## src/include/mtt_settings.svh

```systemverilog
/*
 * MTT lookup settings
 * field widths, page and cacheline geometry, output FIFO sizing
 * and segment opcodes for the read-WQE request parser
 */
`ifndef MTT_SETTINGS_SVH
`define MTT_SETTINGS_SVH

// 4 KB pages
`define MTT_PAGE_SHIFT 12
// 4 MTT entries per cacheline
`define MTT_CL_SHIFT 2
`define MTT_CL_ENTRIES 4

// packed request and segment widths
`define MTT_REQ_W 163
`define MTT_SEG_W 198

// output FIFO, afull keeps a slot for the registered write in flight
`define MTT_FIFO_DEPTH 16
`define MTT_FIFO_AFULL (`MTT_FIFO_DEPTH - 2)

// segment opcodes
`define MTT_OP_RD_FIRST 3'h2
`define MTT_OP_RD 3'h1

`endif

```

## src/design/mtt_pkg.sv

```systemverilog
/*
 * MTT parser types
 * vector types for request and segment fields and the
 * splitter state encoding
 */
`default_nettype none

`include "mtt_settings.svh"

package mtt_pkg;

    // request fields
    typedef logic [2:0] src_t;
    typedef logic [63:0] mtt_index_t;
    typedef logic [63:0] vaddr_t;
    typedef logic [31:0] byte_len_t;

    // page or cacheline lookup count
    typedef logic [31:0] count_t;

    // segment opcode
    typedef logic [2:0] op_t;

    // request: src | mtt_index | vaddr | length
    typedef logic [`MTT_REQ_W-1:0] req_t;
    // segment: src | total len | op | mtt addr | seg vaddr | seg len
    typedef logic [`MTT_SEG_W-1:0] seg_t;

    // splitter FSM
    typedef enum logic {IDLE, LOOKUP} split_state_t;

endpackage

`default_nettype wire

```

## src/design/seg_fifo.sv

```systemverilog
/*
 * Segment FIFO
 * synchronous circular buffer, first-word-fall-through read port,
 * programmable-full flag for upstream back-pressure
 */
`timescale 1ns/1ps
`default_nettype none

`include "mtt_settings.svh"

module seg_fifo (
    input  wire logic          clk,
    input  wire logic          rst,
    input  wire logic          wr_en,
    input  wire mtt_pkg::seg_t din,
    input  wire logic          rd_en,
    output mtt_pkg::seg_t      dout,
    output logic               empty,
    output logic               prog_full
);
    import mtt_pkg::*;

    localparam int DEPTH = `MTT_FIFO_DEPTH;
    localparam int AFULL = `MTT_FIFO_AFULL;
    localparam int PTR_W = $clog2(DEPTH);
    localparam int CNT_W = PTR_W + 1;

    // storage, no reset needed
    seg_t mem [DEPTH];

    logic [PTR_W-1:0] wr_ptr;
    logic [PTR_W-1:0] rd_ptr;
    logic [CNT_W-1:0] count;
    logic             full;
    logic             do_wr;
    logic             do_rd;

    // overflow and underflow attempts dropped
    assign do_wr = wr_en && !full;
    assign do_rd = rd_en && !empty;

    always_ff @(posedge clk) begin
        if (do_wr) begin
            mem[wr_ptr] <= din;
        end
    end

    // pointers and occupancy
    always_ff @(posedge clk or posedge rst) begin
        if (rst) begin
            wr_ptr <= '0;
            rd_ptr <= '0;
            count  <= '0;
        end else begin
            if (do_wr) begin
                wr_ptr <= (wr_ptr == PTR_W'(DEPTH - 1)) ? '0 : wr_ptr + 1'b1;
            end
            if (do_rd) begin
                rd_ptr <= (rd_ptr == PTR_W'(DEPTH - 1)) ? '0 : rd_ptr + 1'b1;
            end
            case ({do_wr, do_rd})
                2'b10:   count <= count + 1'b1;
                2'b01:   count <= count - 1'b1;
                default: count <= count;
            endcase
        end
    end

    // head entry shown while not empty
    assign dout      = mem[rd_ptr];
    assign empty     = (count == '0);
    assign full      = (count == CNT_W'(DEPTH));
    assign prog_full = (count >= CNT_W'(AFULL));

endmodule

`default_nettype wire

```

## src/design/span_calc.sv

```systemverilog
/*
 * Request span calculation
 * base MTT address, touched page count and cacheline lookup
 * count for one read request, all combinational
 */
`timescale 1ns/1ps
`default_nettype none

`include "mtt_settings.svh"

module span_calc (
    input  wire mtt_pkg::req_t  req,
    output mtt_pkg::mtt_index_t base_addr,
    output mtt_pkg::count_t     page_count,
    output mtt_pkg::count_t     lookup_count
);
    import mtt_pkg::*;

    localparam int PS = `MTT_PAGE_SHIFT;
    localparam int CS = `MTT_CL_SHIFT;
    localparam int LOW_W = $bits(mtt_index_t) + $bits(vaddr_t) + $bits(byte_len_t);

    mtt_index_t  req_index;
    vaddr_t      req_vaddr;
    byte_len_t   req_len;
    logic [32:0] off_plus_len;
    logic [32:0] cl_off_plus_pages;

    // src tag not needed here
    assign {req_index, req_vaddr, req_len} = req[LOW_W-1:0];

    // mtt index plus virtual page number
    assign base_addr = req_index + mtt_index_t'(req_vaddr[63:PS]);

    // ceil((page offset + length) / page size)
    assign off_plus_len = 33'(req_vaddr[PS-1:0]) + 33'(req_len);
    assign page_count   = count_t'(off_plus_len[32:PS]) + count_t'(|off_plus_len[PS-1:0]);

    // ceil((entry offset in cacheline + pages) / entries per cacheline)
    assign cl_off_plus_pages = 33'(base_addr[CS-1:0]) + 33'(page_count);
    // a request with no pages needs no lookup
    assign lookup_count      = (page_count == '0) ? '0 :
                               count_t'(cl_off_plus_pages[32:CS])
                             + count_t'(|cl_off_plus_pages[CS-1:0]);

endmodule

`default_nettype wire

```

## src/design/lookup_splitter.sv

```systemverilog
/*
 * Cacheline lookup splitter
 * pops one request, then walks it one MTT cacheline per segment,
 * tagging the first segment with the first-read opcode
 */
`timescale 1ns/1ps
`default_nettype none

`include "mtt_settings.svh"

module lookup_splitter (
    input  wire logic                clk,
    input  wire logic                rst,
    input  wire mtt_pkg::req_t       req_dout,
    input  wire logic                req_empty,
    output logic                     req_rd_en,
    output mtt_pkg::req_t            cur_req,
    input  wire mtt_pkg::mtt_index_t base_addr,
    input  wire mtt_pkg::count_t     page_count,
    input  wire mtt_pkg::count_t     lookup_count,
    input  wire logic                prog_full,
    output logic                     seg_wr_en,
    output mtt_pkg::seg_t            seg_din
);
    import mtt_pkg::*;

    localparam int PS = `MTT_PAGE_SHIFT;
    localparam int CS = `MTT_CL_SHIFT;
    localparam int SRC_W = $bits(src_t);
    localparam int LEN_W = $bits(byte_len_t);
    localparam int VL_W = $bits(vaddr_t) + LEN_W;
    localparam count_t CL_ENTRIES = `MTT_CL_ENTRIES;
    localparam byte_len_t PAGE_BYTES = byte_len_t'(1) << PS;

    split_state_t state;
    split_state_t state_nxt;

    // held request and walk registers
    req_t       held_req;
    count_t     seg_cnt;
    mtt_index_t mtt_addr;
    count_t     left_entries;
    vaddr_t     cur_vaddr;
    byte_len_t  left_bytes;

    vaddr_t     in_vaddr;
    byte_len_t  in_len;
    src_t       held_src;
    byte_len_t  held_len;
    logic       issue;
    logic       done;
    logic       crosses;
    count_t     cl_off;
    count_t     entries_in_cl;
    byte_len_t  seg_len;
    op_t        seg_op;

    // ------------------------------------------------------------------
    // request acceptance
    // ------------------------------------------------------------------
    assign req_rd_en = (state == IDLE) && !req_empty && !prog_full;
    // span_calc follows the live head until a request is held
    assign cur_req   = (state == IDLE) ? req_dout : held_req;

    assign {in_vaddr, in_len} = req_dout[VL_W-1:0];
    assign held_src = held_req[$bits(req_t)-1 -: SRC_W];
    assign held_len = held_req[LEN_W-1:0];

    // ------------------------------------------------------------------
    // segment decision
    // ------------------------------------------------------------------
    assign issue = (state == LOOKUP) && !prog_full && (left_entries != '0)
                && (seg_cnt < lookup_count);
    // every lookup issued
    assign done  = (state == LOOKUP) && (seg_cnt == lookup_count);

    assign cl_off        = count_t'(mtt_addr[CS-1:0]);
    assign entries_in_cl = CL_ENTRIES - cl_off;
    // remaining entries run past this cacheline
    assign crosses       = (cl_off + left_entries) > CL_ENTRIES;

    // rest of current page plus the full pages up to cacheline end
    assign seg_len = crosses ?
        (PAGE_BYTES - byte_len_t'(cur_vaddr[PS-1:0])) + ((entries_in_cl - 1'b1) << PS) :
        left_bytes;
    assign seg_op  = (seg_cnt == '0) ? `MTT_OP_RD_FIRST : `MTT_OP_RD;

    always_comb begin
        state_nxt = state;
        unique case (state)
            IDLE:    if (req_rd_en) state_nxt = LOOKUP;
            LOOKUP:  if (done) state_nxt = IDLE;
            default: state_nxt = IDLE;
        endcase
    end

    // ------------------------------------------------------------------
    // control registers
    // ------------------------------------------------------------------
    always_ff @(posedge clk or posedge rst) begin
        if (rst) begin
            state        <= IDLE;
            seg_cnt      <= '0;
            left_entries <= '0;
            seg_wr_en    <= 1'b0;
        end else begin
            state     <= state_nxt;
            seg_wr_en <= issue;
            if (state == IDLE) begin
                seg_cnt <= '0;
            end else if (issue) begin
                seg_cnt <= seg_cnt + 1'b1;
            end
            if (req_rd_en) begin
                left_entries <= page_count;
            end else if (issue) begin
                left_entries <= crosses ? left_entries - entries_in_cl : '0;
            end
        end
    end

    // ------------------------------------------------------------------
    // payload registers
    // ------------------------------------------------------------------
    always_ff @(posedge clk) begin
        if (req_rd_en) begin
            held_req   <= req_dout;
            mtt_addr   <= base_addr;
            cur_vaddr  <= in_vaddr;
            left_bytes <= in_len;
        end else if (issue && crosses) begin
            // next aligned cacheline, page-aligned vaddr after it
            mtt_addr   <= {mtt_addr[63:CS], CS'(0)} + mtt_index_t'(CL_ENTRIES);
            cur_vaddr  <= {cur_vaddr[63:PS], PS'(0)} + (vaddr_t'(entries_in_cl) << PS);
            left_bytes <= left_bytes - seg_len;
        end else if (issue) begin
            left_bytes <= '0;
        end
        // written into the FIFO on the following edge
        if (issue) begin
            seg_din <= {held_src, held_len, seg_op, mtt_addr, cur_vaddr, seg_len};
        end
    end

endmodule

`default_nettype wire

```

## src/design/mpt_rd_wqe_parser.sv

```systemverilog
/*
 * MPT read-WQE request parser
 * splits DMA read requests into per-cacheline MTT lookup
 * segments behind a buffered FWFT output port
 */
`timescale 1ns/1ps
`default_nettype none

module mpt_rd_wqe_parser (
    input  wire logic          clk,
    input  wire logic          rst,
    // upstream request FIFO
    input  wire mtt_pkg::req_t req_dout,
    input  wire logic          req_empty,
    output logic               req_rd_en,
    // downstream segment port
    output mtt_pkg::seg_t      seg_dout,
    output logic               seg_empty,
    input  wire logic          seg_rd_en
);
    import mtt_pkg::*;

    req_t       cur_req;
    mtt_index_t base_addr;
    count_t     page_count;
    count_t     lookup_count;
    logic       prog_full;
    logic       seg_wr_en;
    seg_t       seg_din;

    // span of the current request
    span_calc span_calc_i (
        .req          (cur_req),
        .base_addr    (base_addr),
        .page_count   (page_count),
        .lookup_count (lookup_count)
    );

    lookup_splitter lookup_splitter_i (
        .clk          (clk),
        .rst          (rst),
        .req_dout     (req_dout),
        .req_empty    (req_empty),
        .req_rd_en    (req_rd_en),
        .cur_req      (cur_req),
        .base_addr    (base_addr),
        .page_count   (page_count),
        .lookup_count (lookup_count),
        .prog_full    (prog_full),
        .seg_wr_en    (seg_wr_en),
        .seg_din      (seg_din)
    );

    // output buffer
    seg_fifo seg_fifo_i (
        .clk       (clk),
        .rst       (rst),
        .wr_en     (seg_wr_en),
        .din       (seg_din),
        .rd_en     (seg_rd_en),
        .dout      (seg_dout),
        .empty     (seg_empty),
        .prog_full (prog_full)
    );

endmodule

`default_nettype wire

```

## config.mk

```make
export PLATFORM = sky130hd
export DESIGN_NAME = mpt_rd_wqe_parser
export DESIGN_NICKNAME = d
export VERILOG_FILES = /design/src/design/mtt_pkg.sv /design/src/design/seg_fifo.sv /design/src/design/span_calc.sv /design/src/design/lookup_splitter.sv /design/src/design/mpt_rd_wqe_parser.sv
export VERILOG_INCLUDE_DIRS = /design/src /design/src/include
export SDC_FILE = /design/constraint.sdc
export NUM_CORES = 2
export LEC_CHECK = 0
export ABC_CLOCK_PERIOD_IN_PS = 20200
export BUFFER_PORTS_ARGS = -buffer_cell sky130_fd_sc_hd__buf_4
export CAP_MARGIN = 40
export CORE_MARGIN = 2
export CORE_UTILIZATION = 50
export CTS_CLUSTER_SIZE = 24
export DETAILED_ROUTE_END_ITERATION = 6
export PLACE_DENSITY = 0.63
export SKIP_CTS_REPAIR_TIMING = 1
export SLEW_MARGIN = 40
export SYNTH_ARGS = -nofsm -noshare
export SYNTH_HDL_FRONTEND = slang
export SYNTH_SLANG_ARGS = --single-unit
export TNS_END_PERCENT = 20
```

## constraint.sdc

```tcl
create_clock -name clk -period 20.2 [get_ports clk]
set_clock_uncertainty 0.15 [all_clocks]
set_input_delay 0 -clock clk [delete_from_list [all_inputs] [get_ports clk]]
set_output_delay 0 -clock clk [all_outputs]
set_load 0.01 [all_outputs]
```

Word level (Yosys, flattened, before mapping)
Memory sizes are Yosys's and may differ from the RTL's.
Cells that the tools add are included.
W data, S select, Z words.
{"block": "totals", "ramBits": 3168, "reg_bits": 600, "n_memories": 1}
{"memory": "seg_fifo_i.mem", "words": 16, "word_bits": 198, "read_ports": 1, "rd_clocked_by_memory_dff": 0, "wr": 1, "line_no": "seg_fifo.sv:29", "text": "seg_t mem [DEPTH];"}
{"block": "classes", "n_bitwise": 1, "magnitude_cmp": 3, "eq_ne": 7, "add_sub_neg": 19, "n_reduce_logical": 23, "muxes": 24}
{"op": "$mux W32", "n": 10}
{"op": "$mux W64", "n": 4}
{"op": "$mux W160", "n": 1}
{"op": "$add A64 B3 Y64 const B", "n": 1}
{"op": "$add A64 B44 Y64", "n": 1}
{"op": "$add A64 B52 Y64", "n": 1}
{"op": "$logic_not A32 Y1", "n": 2}
{"op": "$sub A32 B32 Y32", "n": 2}
{"op": "$add A12 B32 Y33", "n": 1}
{"op": "$add A2 B32 Y33", "n": 1}
{"op": "$add A2 B32 Y32", "n": 1}
{"op": "$add A31 B1 Y32", "n": 1}
{"op": "$add A32 B1 Y32 const B", "n": 1}
{"op": "$add A32 B32 Y32", "n": 1}
{"op": "$eq A32 B32 Y1", "n": 1}
{"op": "$gt A32 B3 Y1 const B", "n": 1}
{"op": "$lt A32 B32 Y1", "n": 1}
{"op": "$reduce_bool A32 Y1", "n": 1}
{"op": "$add A21 B1 Y22", "n": 1}
{"op": "$sub A20 B1 Y20 const B", "n": 1}
{"op": "$sub A13 B12 Y14 const A", "n": 1}
{"op": "$reduce_or A12 Y1", "n": 1}
{"op": "$pmux W5 S2", "n": 1}
{"op": "$logic_and A1 B1 Y1", "n": 9}
{"op": "20 further kinds", "n": 31}

Depth between registers and ports, before layout
{"block": "logic_depth", "depth_word": 13, "ltp_mapped": 51}

Modules after synthesis
A second synthesis with hierarchy kept.
{"block": "hier_totals", "hier_cells": 9114, "area_unflattened_um2": 157665.0}
{"mod": "seg_fifo", "cells_per_inst": 5760, "area_per_inst_um2": 122472.5, "instances": 1, "seq_area_each_um2": 95456.6}
{"mod": "lookup_splitter", "cells_per_inst": 2414, "area_per_inst_um2": 28837.7, "instances": 1, "seq_area_each_um2": 17266.6}
{"mod": "span_calc", "cells_per_inst": 940, "area_per_inst_um2": 6354.8, "instances": 1, "seq_area_each_um2": 0.0}

Least setup slack after synthesis
OpenSTA, ideal clock, no wires.
{"block": "synth_timing", "path_kind": "register -> register", "start": "reg lookup_splitter_i.state", "end": "reg lookup_splitter_i.left_entries[20]", "required_time_ns": 19.671, "setup_ns": 0.379, "arrival_time_ns": 15.687, "stages_incl_launch_ff": 48, "synth_period_minus_slack_ns": 16.217, "slack_ns": 3.983, "path_cell_list": "dfrtp_1 > buf_4 > buf_2 > buf_1 > clkbuf_1 > buf_1 > buf_1 > clkbuf_1 > buf_1 > mux2_2 > ha_1 > o21ai_0 > o21bai_1 > a21oi_1 > nor2b_1 > o21ai_0 > nor2_1 > a2111oi_0 > (+12 left out) > a21oi_1 > o21ai_0 > or2_2 > a31o_2 > a211oi_1 > ha_1 > a21oi_1 > nor2b_1 > o21ai_0 > nand2b_1 > a21oi_1 > o21ai_0 > o21ai_0 > o2111a_1 > clkbuf_1 > o21ai_0 > o21ai_0 > a21oi_1"}
{"block": "synth_between", "elab_chain_cells": 11, "word_cells_on_any_way": 19, "cone_classes": "5 x add/sub; 1 x order compare; 3 x mux; 1 x bitwise; 9 x reduce/logical"}
{"item": "from (decl)", "line_no": "lookup_splitter.sv:35", "text": "split_state_t state;"}
{"item": "from (signal assigned)", "line_no": "lookup_splitter.sv:107", "text": "state <= state_nxt;"}
{"item": "$mux W160", "line_no": "lookup_splitter.sv:63", "text": "assign cur_req = (state == IDLE) ? req_dout : held_req;"}
{"item": "$add A12 B32 Y33", "line_no": "span_calc.sv:36", "text": "assign off_plus_len = 33'(req_vaddr[PS-1:0]) + 33'(req_len);"}
{"item": "$reduce_or A12 Y1", "line_no": "span_calc.sv:37", "text": "assign page_count = count_t'(off_plus_len[32:PS]) + count_t'(|off_plus_len[PS-1:0]);"}
{"item": "$add A21 B1 Y22", "line_no": "span_calc.sv:37"}
{"item": "$add A2 B32 Y33", "line_no": "span_calc.sv:40", "text": "assign cl_off_plus_pages = 33'(base_addr[CS-1:0]) + 33'(page_count);"}
{"item": "$reduce_or A2 Y1", "line_no": "span_calc.sv:44", "text": "+ count_t'(|cl_off_plus_pages[CS-1:0]);"}
{"item": "$add A31 B1 Y32", "line_no": "span_calc.sv:44"}
{"item": "$mux W32", "line_no": "span_calc.sv:42", "text": "assign lookup_count = (page_count == '0) ? '0 :"}
{"item": "$lt A32 B32 Y1", "line_no": "lookup_splitter.sv:73", "text": "&& (seg_cnt < lookup_count);"}
{"item": "$logic_and A1 B1 Y1 (*)", "line_no": "lookup_splitter.sv:73"}
{"item": "via lookup_splitter_i.issue", "line_no": "lookup_splitter.sv:50", "text": "logic issue;"}
{"item": "$reduce_bool A2 Y1 (no line) (*)"}
{"item": "to (signal assigned)", "line_no": "lookup_splitter.sv:115", "text": "left_entries <= page_count;"}
{"item": "to (signal assigned)", "line_no": "lookup_splitter.sv:117", "text": "left_entries <= crosses ? left_entries - entries_in_cl : '0;"}
{"item": "to (decl)", "line_no": "lookup_splitter.sv:42", "text": "count_t left_entries;"}
Mark *: on every way through the listed nets, which the timed path passes. The rest lies on a longest branch.
A chain may end at the register's enable or synchronous reset.

Final worst setup path
{"block": "layout_timing", "start": "reg lookup_splitter_i.state", "end": "reg lookup_splitter_i.mtt_addr[45] (enable)"}
{"block": "layout_between", "elab_chain_cells": 12, "word_cells_on_any_way": 19, "cone_classes": "5 x add/sub; 1 x order compare; 2 x mux; 1 x bitwise; 10 x reduce/logical"}
{"item": "$mux W160", "line_no": "lookup_splitter.sv:63"}
{"item": "$add A12 B32 Y33", "line_no": "span_calc.sv:36"}
{"item": "$reduce_or A12 Y1", "line_no": "span_calc.sv:37"}
{"item": "$add A21 B1 Y22", "line_no": "span_calc.sv:37"}
{"item": "$add A2 B32 Y33", "line_no": "span_calc.sv:40"}
{"item": "$reduce_or A2 Y1", "line_no": "span_calc.sv:44"}
{"item": "$add A31 B1 Y32", "line_no": "span_calc.sv:44"}
{"item": "$mux W32", "line_no": "span_calc.sv:42"}
{"item": "$lt A32 B32 Y1", "line_no": "lookup_splitter.sv:73"}
{"item": "$logic_and A1 B1 Y1", "line_no": "lookup_splitter.sv:73"}
{"item": "$logic_and A1 B1 Y1", "line_no": "lookup_splitter.sv:131", "text": "end else if (issue && crosses) begin"}
{"item": "$reduce_bool A2 Y1 (no line) (*)"}
{"item": "to (signal assigned)", "line_no": "lookup_splitter.sv:128", "text": "mtt_addr <= base_addr;"}
{"item": "to (signal assigned)", "line_no": "lookup_splitter.sv:133", "text": "mtt_addr <= {mtt_addr[63:CS], CS'(0)} + mtt_index_t'(CL_ENTRIES);"}
{"item": "to (decl)", "line_no": "lookup_splitter.sv:41", "text": "mtt_index_t mtt_addr;"}
Every way passes the cells marked *; elsewhere a longest branch is shown, timed or not.

==> impl_results.md <==
* Synthesized area at between 150000 and 200000 µm²
* Status: finished with violations
* Congestion Overflow GR at 0
* Critical-path top delay cell: dfrtp_4
* WP data arrival at approximately 13 ns
* Layout Cells excl Fill at about 14000
* Layout cells sized above 1 at a little under a fifth
* Worst-Skew Late Latency at roughly 0.94 ns
* Hold WS at -0.0116 ns
* Mapped Cells at approximately 9000
* Total CTS buffers at around 390
* WHS Path Cells at 5
* Die Ht at around 560 µm
* Maxcap violations at 0
* DR vias/cell at approximately 6
* Setup WS pre-CTS at 7.88 ns
* PortBufs at 365
* Core area at between 300000 and 400000 µm²
* Fin nets at 10100
* Final setup margin at around 7.8 ns
* Area contributors post-synth: edfxtp_1 (71%), mux4_2 (5.8%), mux2i_1 (4.0%)
* Worst r2r path cells at 42
* Number of cells on the critical path at 42
* Worst R2R Setup Slack at slightly below 8 ns
* Critical path endpoint category: register
* Antenna-violating nets left at 0
* Vias in the first global route at 85800
* GRT Util Overall at 26.0%
* Global-route wire length before repair at 598000 µm
* Setup violations, final at 0
* Most frequent cells in the layout: edfxtp_1 (3670), o21ai_0 (639), mux2i_1 (623)
* HPWL Detailed at approximately 240000 µm
* Critical-path maximum fanout at 66
* CP peak stage delay at 0.72 ns
* H-tree depth at 5
* CP Data Required Time at 20.58 ns
* Drt drc at 0
* Vias at 87900
* Crit path buffers/inverters at 6
* TritonCTS clock tree: yes
* Tmin final at 12.44 ns
* FFs w/ async S/R, synth at roughly 2.1%
* Seq/Total Area, Yosys at between 70% and 80%
* Worst-path clk slew at roughly 0.06 ns
* Most used cell, CP: o21ai_0
* Boundary pin count at 367
* Clock buffer depth at 4
* Primary FF master, synth: edfxtp_1
* Pre-antenna DRT Iters at 6
* CP delay by family, top: compound AO/OA/AOI/OAI gates
* Warnings, synthesis at 0
* Setup TNS at 0 ns
* Hold WC Path Type: in2reg
* Area leader, netlist: edfxtp_1
* F_max at about 80 MHz
* Die W at roughly 560 µm
* Final period util at approximately three fifths
* Worst slew pin tran at approximately 0.99 ns
* Post-synth top area share at 71.5%
* Clk root buf: clkbuf_16
* Tot Pwr at 0.0270 W
* Final Slew Violations at 0
* WL/cell at around 30 µm
* Maximum number of pins on one net before global-route repair at 112
* Row cnt at 203
* Clk sink count at around 3700
* Most common cell after layout, fill and taps aside: edfxtp_1
* Peak VDD IR at roughly 0.00013 V
* PD cells at roughly 150 nW/µm²
* Distinct cells, synth at 98
* Area Overhead vs Synth at 15.8%
* Die Area at roughly 310000 µm²
* Fill count at roughly 23000
* Drt first-iter violations at between 9000 and 10000
* Final wirelength at about 420000 µm
* Starting Density at between 50 and 60%
* Unrepaired setup endpoints after global routing: false
* Rel. slew slack at about a third
* Routability Congestion at 0.922
* Critical path launch point type: register
* Crit Path Category: reg2reg
* Total leakage power at 60.2 nW
* #FFs+latches synth at between 3000 and 4000
* Initial antenna violation count at 25
* Avg Inst Size Synth at 17.2 µm²
* Failing checks: hold timing
* EDFF count, synth at about 3700
* Post-placement cell count at roughly 13000
* Final Hold Vio Count at 1
per-stage QoR:
| step | utilization (%) | cell area (µm²) |
|---|---|---|
| global placement | 52.9 | 162000 |
| detailed placement | 53.1 | 163000 |
| finish | 58.3 | 179000 |
| global route | 58.3 | 179000 |
| floorplan | - | 154000 |
| CTS | 57.1 | 175000 |
flip-flops by register name, summed over array words and instances (netlist names):
name and cells:
seg_fifo_i.rd_ptr 4, lookup_splitter_i.mtt_addr 64, lookup_splitter_i.seg_din 197, seg_fifo_i.count 5, lookup_splitter_i.held_req 161, lookup_splitter_i.left_entries 32, lookup_splitter_i.cur_vaddr 64, seg_fifo_i.mem 3152
seg_fifo_i.wr_ptr 4, lookup_splitter_i.state 1, lookup_splitter_i.seg_wr_en 1, lookup_splitter_i.seg_cnt 32, lookup_splitter_i.left_bytes 32
where the power goes:
part | internal, W | leakage, nW | switching (W)
combinational | 0.00306 | 19.8 | 0.00487
clock | 0.00392 | 5.95 | 0.00301
sequential | 0.0108 | 34.4 | 0.00133
layout make-up:
class	instances	area, µm²	area share [%]
repair buffers	884	8400	4.70
clock buffers	487	10100	5.66
inverters	94	362	0.202
diodes	9	22.5	0.0126
clock inverters	210	2140	1.20
well taps	4100	5130	2.87
flip-flops and latches	3749	112000	62.8
multi-input cells	4695	40200	22.5
path summary, 6_finish.rpt:
| path | start | end |
|---|---|---|
| worst max-delay path | lookup_splitter_i.state | lookup_splitter_i.mtt_addr[45] |
| worst min-delay path | req_dout[156] | lookup_splitter_i.mtt_addr[61] |
| worst max register to register | lookup_splitter_i.state | lookup_splitter_i.mtt_addr[45] |
| worst min register to register | lookup_splitter_i.held_req[162] | lookup_splitter_i.seg_din[197] |
| max in group asynchronous | rst | lookup_splitter_i.left_entries[16] |
| min in group asynchronous | rst | seg_fifo_i.rd_ptr[0] |
routing by layer:
layer  wire length [µm]  vias to the layer above  GRT usage (%)
met5                 37                        -              0
met4               9840                        6           6.27
met3              32200                      578           3.94
met2             199000                     3680           41.3
met1             181000                    46000           38.2
li1                   -                    37600              -
worst min-delay path: cells and delay by family:
family / cells / cell delay [ns]
AND/OR/NAND/NOR: 2 / 0.10
AO/OA/AOI/OAI: 1 / 0.12
buffers and inverters: 2 / 0.69
logic make-up (layout without fill, tap and decap cells):
kind of cell | count (synthesis) | count (layout) | synth area share (%)
AO/OA/AOI/OAI | 1657 | 1657 | 6.75
XOR/XNOR | 313 | 313 | 1.78
adder cells (fa/ha/maj) | 156 | 156 | 1.30
buffers and inverters | 532 | 1675 | 1.31
flip-flops | 3749 | 3749 | 72.8
multiplexers | 1359 | 1359 | 12.3
other | 2 | 13 | 0.00487
AND/OR/NAND/NOR | 1206 | 1206 | 3.79
Yosys cell counts (128+ instances only):
master and number:
xor2_1 128, edfxtp_1 3670, xnor2_1 185, mux4_2 394, clkbuf_1 335, a221oi_1 199, o21ai_0 639, a21oi_1 344
a22oi_1 203, ha_1 147, nor2_1 153, nand2_1 527, mux2_2 341, mux2i_1 623
Power figures use the tool's default switching activity.
